==> src/fetch_pkg.sv <==
package fetch_pkg;

  // datapath and predictor sizes
  localparam int xlen        = 32;
  localparam int his_len     = 8;
  localparam int pht_entries = 256;
  localparam int btb_entries = 16;

  // derived index and tag widths, word aligned fetch addresses
  localparam int pht_idx_len = $clog2(pht_entries);    // pc bits 9..2
  localparam int btb_idx_len = $clog2(btb_entries);    // pc bits 5..2
  localparam int btb_tag_len = xlen - btb_idx_len - 2; // pc bits 31..6

  // trap bus layout
  localparam int trap_len                  = 16;
  localparam int trap_inst_addr_misaligned = 0;
  localparam int trap_inst_access_fault    = 1;
  localparam int trap_inst_page_fault      = 12;

  typedef enum logic [1:0] {
    jt_none   = 2'b00,
    jt_jal    = 2'b01,
    jt_jalr   = 2'b10,
    jt_branch = 2'b11
  } jump_type_t;

  // training info from execute
  typedef struct packed {
    logic               valid;
    logic               taken;     // resolved direction
    logic [xlen-1:0]    pc;
    logic [xlen-1:0]    target;    // resolved target
    jump_type_t         jump_type;
    logic [his_len-1:0] history;   // history seen at prediction time
  } bpu_update_t;

  typedef struct packed {
    logic            hit;
    logic [xlen-1:0] target;
    jump_type_t      jump_type;
  } btb_lookup_t;

  // toward pc register and execute
  typedef struct packed {
    logic               redirect;
    logic [xlen-1:0]    target;
    logic               pred_taken;
    logic [xlen-1:0]    pc_tag;
    logic [his_len-1:0] history;
  } fetch_pred_t;

  typedef logic [trap_len-1:0] trap_bus_t;

endpackage

==> src/gshare_predictor.sv <==
`timescale 1ns/100ps

module gshare_predictor (
  input  logic                             clk,
  input  logic                             rst_i,
  input  logic [fetch_pkg::xlen-1:0]       pc_i,
  input  fetch_pkg::bpu_update_t           upd_i,
  output logic                             taken_o,
  output logic [fetch_pkg::his_len-1:0]    history_o
);

  // 2-bit saturating counters, 0/1 not taken, 2/3 taken
  logic [1:0] pht_q [fetch_pkg::pht_entries];

  // global history, moves only on resolved branches
  logic [fetch_pkg::his_len-1:0] history_q;

  logic [fetch_pkg::pht_idx_len-1:0] lookup_idx;
  logic [fetch_pkg::pht_idx_len-1:0] upd_idx;
  logic                              upd_branch;
  logic [1:0]                        upd_cnt;

  assign lookup_idx = pc_i[2 +: fetch_pkg::pht_idx_len] ^ history_q;

  // train with the history the branch was predicted under
  assign upd_idx    = upd_i.pc[2 +: fetch_pkg::pht_idx_len] ^ upd_i.history;
  assign upd_branch = upd_i.valid && (upd_i.jump_type == fetch_pkg::jt_branch);
  assign upd_cnt    = pht_q[upd_idx];

  always_ff @(posedge clk) begin
    if (rst_i) begin
      for (int i = 0; i < fetch_pkg::pht_entries; i++) begin
        pht_q[i] <= 2'd1; // weakly not taken
      end
      history_q <= '0;
    end else if (upd_branch) begin
      if (upd_i.taken) begin
        if (upd_cnt != 2'd3) begin
          pht_q[upd_idx] <= upd_cnt + 2'd1;
        end
      end else begin
        if (upd_cnt != 2'd0) begin
          pht_q[upd_idx] <= upd_cnt - 2'd1;
        end
      end
      history_q <= {history_q[fetch_pkg::his_len-2:0], upd_i.taken};
    end
  end

  assign taken_o   = pht_q[lookup_idx][1]; // msb set means 2 or 3
  assign history_o = history_q;

endmodule

==> src/branch_target_buffer.sv <==
`timescale 1ns/100ps

module branch_target_buffer (
  input  logic                       clk,
  input  logic                       rst_i,
  input  logic [fetch_pkg::xlen-1:0] pc_i,
  input  fetch_pkg::bpu_update_t     upd_i,
  output fetch_pkg::btb_lookup_t     lookup_o
);

  // direct mapped, one entry per index
  logic                                valid_q  [fetch_pkg::btb_entries];
  logic [fetch_pkg::btb_tag_len-1:0]   tag_q    [fetch_pkg::btb_entries];
  logic [fetch_pkg::xlen-1:0]          target_q [fetch_pkg::btb_entries];
  fetch_pkg::jump_type_t               jt_q     [fetch_pkg::btb_entries];

  logic [fetch_pkg::btb_idx_len-1:0]   rd_idx;
  logic [fetch_pkg::btb_tag_len-1:0]   rd_tag;
  logic [fetch_pkg::btb_idx_len-1:0]   wr_idx;
  logic [fetch_pkg::btb_tag_len-1:0]   wr_tag;
  logic                                wr_en;

  assign rd_idx = pc_i[2 +: fetch_pkg::btb_idx_len];
  assign rd_tag = pc_i[fetch_pkg::xlen-1 -: fetch_pkg::btb_tag_len];

  assign wr_idx = upd_i.pc[2 +: fetch_pkg::btb_idx_len];
  assign wr_tag = upd_i.pc[fetch_pkg::xlen-1 -: fetch_pkg::btb_tag_len];

  // only taken jumps allocate, older entry is simply replaced
  assign wr_en  = upd_i.valid && upd_i.taken && (upd_i.jump_type != fetch_pkg::jt_none);

  always_ff @(posedge clk) begin
    if (rst_i) begin
      for (int i = 0; i < fetch_pkg::btb_entries; i++) begin
        valid_q[i] <= 1'b0;
      end
    end else if (wr_en) begin
      valid_q[wr_idx] <= 1'b1;
    end
  end

  // entry payload
  always_ff @(posedge clk) begin
    if (wr_en) begin
      tag_q[wr_idx]    <= wr_tag;
      target_q[wr_idx] <= upd_i.target;
      jt_q[wr_idx]     <= upd_i.jump_type;
    end
  end

  always_comb begin
    lookup_o.hit       = valid_q[rd_idx] && (tag_q[rd_idx] == rd_tag);
    lookup_o.target    = target_q[rd_idx];
    lookup_o.jump_type = jt_q[rd_idx];
  end

endmodule

==> src/fetch_decide.sv <==
`timescale 1ns/100ps

module fetch_decide (
  input  logic [fetch_pkg::xlen-1:0]    pc_i,
  input  logic [fetch_pkg::xlen-1:0]    rdata_i,
  input  logic                          rdata_valid_i,
  input  logic                          rdata_err_i,
  input  logic                          mem_stall_i,
  input  logic                          flush_i,
  input  logic                          dir_taken_i,
  input  logic [fetch_pkg::his_len-1:0] history_i,
  input  fetch_pkg::btb_lookup_t        lookup_i,
  output fetch_pkg::fetch_pred_t        pred_o,
  output logic                          stall_req_o,
  output fetch_pkg::trap_bus_t          trap_o,
  output logic [fetch_pkg::xlen-1:0]    inst_addr_o,
  output logic [fetch_pkg::xlen-1:0]    inst_data_o
);

  logic jump_ok;
  logic redirect;
  logic misaligned;

  // unconditional jumps always go, branches ask the direction predictor
  always_comb begin
    case (lookup_i.jump_type)
      fetch_pkg::jt_jal,
      fetch_pkg::jt_jalr:   jump_ok = 1'b1;
      fetch_pkg::jt_branch: jump_ok = dir_taken_i;
      default:              jump_ok = 1'b0;
    endcase
  end

  assign redirect = lookup_i.hit && jump_ok && !flush_i;

  always_comb begin
    pred_o.redirect   = redirect;
    pred_o.target     = lookup_i.target;
    pred_o.pred_taken = redirect;
    pred_o.pc_tag     = pc_i;      // lets execute match the prediction
    pred_o.history    = history_i;
  end

  // memory stage stall already holds the pipe
  assign stall_req_o = !rdata_valid_i && !mem_stall_i;

  assign misaligned = (pc_i[1:0] != 2'b00);

  always_comb begin
    for (int i = 0; i < fetch_pkg::trap_len; i++) begin
      if (i == fetch_pkg::trap_inst_addr_misaligned) begin
        trap_o[i] = misaligned;
      end else if (i == fetch_pkg::trap_inst_access_fault) begin
        trap_o[i] = rdata_err_i;
      end else if (i == fetch_pkg::trap_inst_page_fault) begin
        trap_o[i] = 1'b0; // no paging in this core
      end else begin
        trap_o[i] = 1'b0;
      end
    end
  end

  // straight through to decode
  assign inst_addr_o = pc_i;
  assign inst_data_o = rdata_i;

endmodule

==> src/fetch_unit.sv <==
`timescale 1ns/100ps

module fetch_unit (
  input  logic                       clk,
  input  logic                       rst_i,
  input  logic [fetch_pkg::xlen-1:0] inst_addr_i,   // from pc register
  input  logic [fetch_pkg::xlen-1:0] rdata_i,
  input  logic                       rdata_valid_i,
  input  logic                       rdata_err_i,
  input  logic                       mem_stall_i,
  input  logic                       flush_i,
  input  fetch_pkg::bpu_update_t     upd_i,         // from execute
  output fetch_pkg::fetch_pred_t     pred_o,
  output logic                       stall_req_o,
  output fetch_pkg::trap_bus_t       trap_o,
  output logic [fetch_pkg::xlen-1:0] inst_addr_o,
  output logic [fetch_pkg::xlen-1:0] inst_data_o
);

  logic                          dir_taken;
  logic [fetch_pkg::his_len-1:0] history;
  fetch_pkg::btb_lookup_t        btb_lookup;

  // both tables look up the fetch address side by side
  gshare_predictor u_gshare (
    .clk       (clk),
    .rst_i     (rst_i),
    .pc_i      (inst_addr_i),
    .upd_i     (upd_i),
    .taken_o   (dir_taken),
    .history_o (history)
  );

  branch_target_buffer u_btb (
    .clk      (clk),
    .rst_i    (rst_i),
    .pc_i     (inst_addr_i),
    .upd_i    (upd_i),
    .lookup_o (btb_lookup)
  );

  fetch_decide u_decide (
    .pc_i          (inst_addr_i),
    .rdata_i       (rdata_i),
    .rdata_valid_i (rdata_valid_i),
    .rdata_err_i   (rdata_err_i),
    .mem_stall_i   (mem_stall_i),
    .flush_i       (flush_i),
    .dir_taken_i   (dir_taken),
    .history_i     (history),
    .lookup_i      (btb_lookup),
    .pred_o        (pred_o),
    .stall_req_o   (stall_req_o),
    .trap_o        (trap_o),
    .inst_addr_o   (inst_addr_o),
    .inst_data_o   (inst_data_o)
  );

endmodule

==> config.mk <==
export PLATFORM = sky130hd
export DESIGN_NAME = fetch_unit
export DESIGN_NICKNAME = d
export VERILOG_FILES = /design/src/fetch_pkg.sv /design/src/gshare_predictor.sv /design/src/branch_target_buffer.sv /design/src/fetch_decide.sv /design/src/fetch_unit.sv
export SDC_FILE = /design/constraint.sdc
export NUM_CORES = 2
export LEC_CHECK = 0
export ABC_AREA = 0
export BUFFER_PORTS_ARGS = -buffer_cell sky130_fd_sc_hd__buf_2
export CAP_MARGIN = 20
export CORE_UTILIZATION = 49
export DETAILED_ROUTE_END_ITERATION = 12
export HOLD_SLACK_MARGIN = 0.02
export MAX_ROUTING_LAYER = met4
export PLACE_DENSITY = 0.77
export SYNTH_ARGS = -nofsm -noshare
export SYNTH_HDL_FRONTEND = slang
export SYNTH_SLANG_ARGS = --single-unit
==> constraint.sdc <==
create_clock -name clk -period 8.01 [get_ports clk]
set_input_delay 0 -clock clk [delete_from_list [all_inputs] [get_ports clk]]
set_output_delay 0 -clock clk [all_outputs]
set_load 0.01 [all_outputs]
# After elaboration in Yosys (flattened, before gate mapping)
# Memories as Yosys holds them, arrays and structs flattened.
# Index checks and enable logic that the tools add are counted.
totals:
  mem_count: 5
  inputBits: 146
  out_inout_bits: 155
  register_bits: 8
  ramBits: 1488
classes:
  n_addsub: 2
  n_eq_ne: 6
  reduce_logical: 16
  n_bitwise: 3
  muxes: 24
mem_list:
  columns: ["name", "depth", "word_bits", "read_ports", "rd_clocked_by_memory_dff", "wr", "line", "text"]
  rows:
  - ["u_btb.target_q", 16, 32, 1, 0, 1, "branch_target_buffer.sv:14", "logic [fetch_pkg::xlen-1:0] target_q [fetch_pkg::btb_entries];"]
  - ["u_gshare.pht_q", 256, 2, 2, 0, 256, "gshare_predictor.sv:13", "logic [1:0] pht_q [fetch_pkg::pht_entries];"]
  - ["u_btb.tag_q", 16, 26, 1, 0, 1, "branch_target_buffer.sv:13", "logic [fetch_pkg::btb_tag_len-1:0] tag_q [fetch_pkg::btb_entries];"]
  - ["u_btb.jt_q", 16, 2, 1, 0, 1, "branch_target_buffer.sv:15", "fetch_pkg::jump_type_t jt_q [fetch_pkg::btb_entries];"]
  - ["u_btb.valid_q", 16, 1, 1, 0, 16, "branch_target_buffer.sv:12", "logic valid_q [fetch_pkg::btb_entries];"]
ops:
  columns: ["op", "n"]
  rows:
  - ["equality test 26 bit", 1]
  - ["two-way mux 1 bit", 19]
  - ["bitwise XOR 8 bit", 2]
  - ["two-way mux 8 bit", 1]
  - ["logical AND 1 bit", 7]
  - ["equality test 2 bit, second input constant", 3]
  - ["nonzero test 2 bit", 3]
  - ["two-way mux 2 bit", 2]
  - ["two-way mux 4 bit", 1]
  - ["OR reduction 2 bit", 2]
  - ["logical NOT 1 bit", 3]
  - ["adder 2 x 1 -> 2 bit, second input constant", 1]
  - ["equality test 2 x 1 -> 1 bit, second input constant", 1]
  - ["!= test 2 bit, second input constant", 1]
  - ["case mux 1 bit (2 select lines)", 1]
  - ["subtractor 2 x 1 -> 2 bit, second input constant", 1]
  - ["bitwise OR 1 bit", 1]
  - ["OR reduction 1 bit", 1]

# Logic depth before layout (Yosys ltp)
# An unclocked memory read counts as a cell.
logic_depth:
  ltp_word: 11
  ltp_mapped: 17
  ltp_nobuf: 9

# Modules after synthesis
# Synthesis repeated with hierarchy kept, for this count alone.
unflattened:
  cells_unflattened: 4296
  hier_area_um2: 68774.7
modules_own_cells:
  columns: ["mod", "seq_area_each_um2", "area_per_inst_um2", "n_inst", "cells_each"]
  rows:
  - ["branch_target_buffer", 29148.0, 37587.3, 1, 1607]
  - ["gshare_predictor", 15534.9, 29965.0, 1, 2526]
  - ["fetch_decide", 0.0, 1222.4, 1, 163]

# Least setup slack after synthesis
# OpenSTA, ideal clock, no wires.
synth_timing:
  path_kind: "input to register"
  from: "in upd_i[74] in the netlist's numbering"
  to: "mem u_btb.jt_q[0][0] in the netlist's numbering, enable pin"
  slack_ps: 2464
  t_arrival_ps: 4991
  cell_stages: 4
  n_path_buf: 1
  path_cell_list: "buf_1 > o211ai_1 > or3_1 > nor3_1"
synth_between:
  elab_chain_len: 4
synth_lines:
  columns: ["item", "line", "text"]
  rows:
  - ["start: declaration", "fetch_unit.sv:12", "input fetch_pkg::bpu_update_t upd_i,"]
  - ["logical AND 1 bit (2 in a row)", "branch_target_buffer.sv:30", "assign wr_en = upd_i.valid && upd_i.taken && (upd_i.jump_type != fetch_pkg::jt_none);"]
  - ["two-way mux 1 bit", "branch_target_buffer.sv:44", "if (wr_en) begin"]
  - ["two-way mux 1 bit (not written as such)", "branch_target_buffer.sv:47", "jt_q[wr_idx] <= upd_i.jump_type;"]
  - ["end: declaration", "branch_target_buffer.sv:15", null]
# Every way passes these cells.

==> flow_summary.json <==
{
  "grt_usage": 0.285,
  "cts_tree": "built",
  "power_frac_seq": 0.495,
  "grt_max_degree": 219,
  "path_clk_slew_ns": 0.06,
  "synth_cell_types": 54,
  "ctsResizeCount": 0,
  "ys_top_cells_by_area": "edfxtp_1 66%, mux4_2 13%, a21o_1 2.8%",
  "dieArea_um2": 138000,
  "hpwlAfterDp_um": 104000,
  "routabilityCongestion": 0.943,
  "fillers": 9988,
  "first_pass_iters": 6,
  "critPathCaptureType": "flop",
  "hold_slack_ns": 0.108,
  "clkSinkCount": 1496,
  "numCtsBuffers": 148,
  "slew_headroom": 0.153,
  "route.met2.wl_um": 94900,
  "synthesis.area_um2": 66700,
  "yosys_warnings": 0,
  "fin_crit_sh": 0.729,
  "outcome": "finished, final reports clean",
  "setup_tns_ns": 0,
  "drv_cap": 0,
  "synthCells": 4142,
  "via_per_inst": 6.93,
  "h-tree-depth": 4,
  "netlist_top_cells_count": "1,472 x edfxtp_1, 380 x nand2_1, 372 x mux4_2, 251 x a21o_1, 250 x nor4_1",
  "critPathLaunchType": "primary input",
  "hold_path.class": "in2reg",
  "yosysMostFrequentCell": "edfxtp_1",
  "wl_met3_um": 26200,
  "postSynthAreaPerCell_um2": 16.1,
  "die_y_um": 371,
  "intPower_mw": 13.1,
  "io_pins": 301,
  "fp-row-count": 135,
  "drtIter0Drc": 6852,
  "routed-via-count": 42600,
  "antenna_found_initial": 15,
  "slew_viol_final": 0,
  "cts.path.max_buffers": 3,
  "grt-ovfl-total": 0,
  "fin_crit_ns": 5.84,
  "power.switching_mw": 4.51,
  "skew_ns": 0.0299,
  "clkPwrFrac": 0.391,
  "worstMarginPinSlew_ns": 1.26,
  "ant_nets": 0,
  "rsz0062_at_grt": "false",
  "core_area_um2": 135000,
  "cts-root-buf": "clkbuf_16",
  "arrival_ns": 6.32,
  "synthXorXnorAreaFrac": 0.00576,
  "yosysTopAreaCellShare": 0.663,
  "synth-edff-count": 1472,
  "synth_compound_area_frac": 0.0563,
  "initial_core_util": 0.493,
  "synth_top_family_by_area": "multiplexers",
  "share_comb_of_total_power": 0.114,
  "criticalPathCategory": "in2reg",
  "power_leakage_nw": 24.3,
  "avgRoutedWirePerCell_um": 31.9,
  "max_freq_mhz": 171,
  "hold_viol_final": 0,
  "sw_frac_of_total": 0.255,
  "setup_viol": 0,
  "areaGrowthSynthToFinish_pct": 12.1,
  "synth_async_sr_flop_share": 0,
  "ys_seq_area_frac": 0.670,
  "cp_max_fo": 41,
  "die_x_um": 371,
  "nNetsFinal": 4376,
  "m1WireLength_um": 65300,
  "top_layer_used": "met4",
  "synth_top_area_cell": "edfxtp_1",
  "grt_pass1_wl_um": 277000,
  "drive_gt1_frac": 0.224,
  "drc": 0,
  "power_density_nw_per_um2": 236,
  "yosys_register_bits": 1496,
  "portBuffers": 218,
  "clk_latency_ns": 0.79,
  "muxShareOfSynthArea": 0.150,
  "cp.required_ns": 8.49,
  "postCtsHoldBufs": 103,
  "grt_pass1_vias": 41500,
  "synth-simple-area-share": 0.0792,
  "synth_ff_type": "edfxtp_1",
  "wirelength_um": 196000,
  "synthAdderAreaFrac": 0.000375,
  "cts_setup_buffers": 0,
  "ir_worst_vdd_mv": 0.266
}
critical path, stage by stage:
cell,delay (ns)
dlygate4sd3_1,0.58
buf_2,0.28
xor2_1,0.72
nor3_2,0.21
buf_4,0.32
a32oi_1,0.39
a41oi_1,0.19
o41ai_1,0.93
and4_1,0.38
and4_1,0.59
mux2_2,0.92
buf_4,0.57
nor4_1,0.15
stage by stage:
| step | instances | setup slack [ns] | instance area, um^2 | utilization | total power [mW] |
|---|---|---|---|---|---|
| 2_1_floorplan | 4155 | 2.46 | 66800 | - | 10.2 |
| 4_1_cts | 6126 | 2.49 | 74700 | 0.552 | 17.6 |
| 3_3_place_gp | 5751 | 2.48 | 68900 | 0.509 | 10.7 |
| 6_report | 6149 | 2.17 | 74800 | 0.553 | 17.6 |
| 5_1_grt | 6144 | 2.08 | 74800 | 0.553 | 18.0 |
| 3_5_place_dp | 5753 | 2.35 | 68900 | 0.509 | 10.8 |
power by group through the flow:
stage	Clock [mW]	Combinational [mW]	Sequential [mW]
6_report	6.90	2.01	8.73
3_5_place_dp	0	1.87	8.89
4_1_cts	6.91	1.94	8.73
2_1_floorplan	0	1.27	8.88
5_1_grt	7.21	2.07	8.73
3_3_place_gp	0	1.83	8.88
sequential cells by signal (all words and copies together), names as in the netlist:
name and cells:
u_btb.jt_q 32, u_btb.tag_q 416, u_btb.target_q 512, u_btb.valid_q 16, u_gshare.history_o 8, u_gshare.pht_q 512
layout make-up:
cell class                 count  area (um^2)  area share
sequential                  1496        44700       0.598
multi-input combinational   2138        19900       0.266
clock buffer                 197         4010      0.0537
timing repair buffer         436         3150      0.0422
tap                         1781         2230      0.0298
clock inverter                73          728     0.00974
antenna                       20         50.0    0.000669
inverter                       8         32.5    0.000435
metal layers:
metal | track usage | vias to the layer above
met5 | - | -
li1 | - | 16900
met4 | 0.136 | 0
met2 | 0.451 | 3699
met3 | 0.0799 | 728
met1 | 0.336 | 21300
kinds of logic (layout without fill, tap and decap cells):
family,after synthesis,in the layout
mux,531,531
other cells,1,34
simple gates,1069,1069
flops,1496,1496
buf+inv,521,714
xor+xnor,43,43
compound gates,479,479
fa+ha+maj,2,2
worst paths after layout:
check,from,end,slack [ns],cells after the start
setup / recovery,upd_i[45],u_gshare.pht_q[171][1]$_SDFFCE_PN0P_,2.17,13
hold / removal,upd_i[6],u_gshare.pht_q[92][0]$_SDFFCE_PN1P_,0.11,5
setup reg to reg,u_gshare.pht_q[206][1]$_SDFFCE_PN0P_,u_gshare.pht_q[171][1]$_SDFFCE_PN0P_,3.12,9
hold reg to reg,u_btb.valid_q[14]$_DFF_P_,u_btb.valid_q[14]$_DFF_P_,0.48,2
layout by cell type (no fill, tap or decap), types with 13 or more instances in the layout:
cell and count:
nor2_4 13, xor2_1 17, a21oi_1 22, and2_1 18, conb_1 14, mux2i_1 154, a21o_1 251, nand3_1 136
nand2_1 379, dlygate4sd3_1 103, a32oi_1 131, dfxtp_1 24, clkinv_2 16, xnor2_1 20, buf_2 214, mux4_2 372
clkinv_1 31, nand4_1 74, edfxtp_1 1472, clkbuf_1 41, nor4_1 245, a41oi_1 24, nor4b_1 15, buf_4 103
clkbuf_16 152, diode_2 20, nor2_1 136
Power figures use the tool's default switching activity.
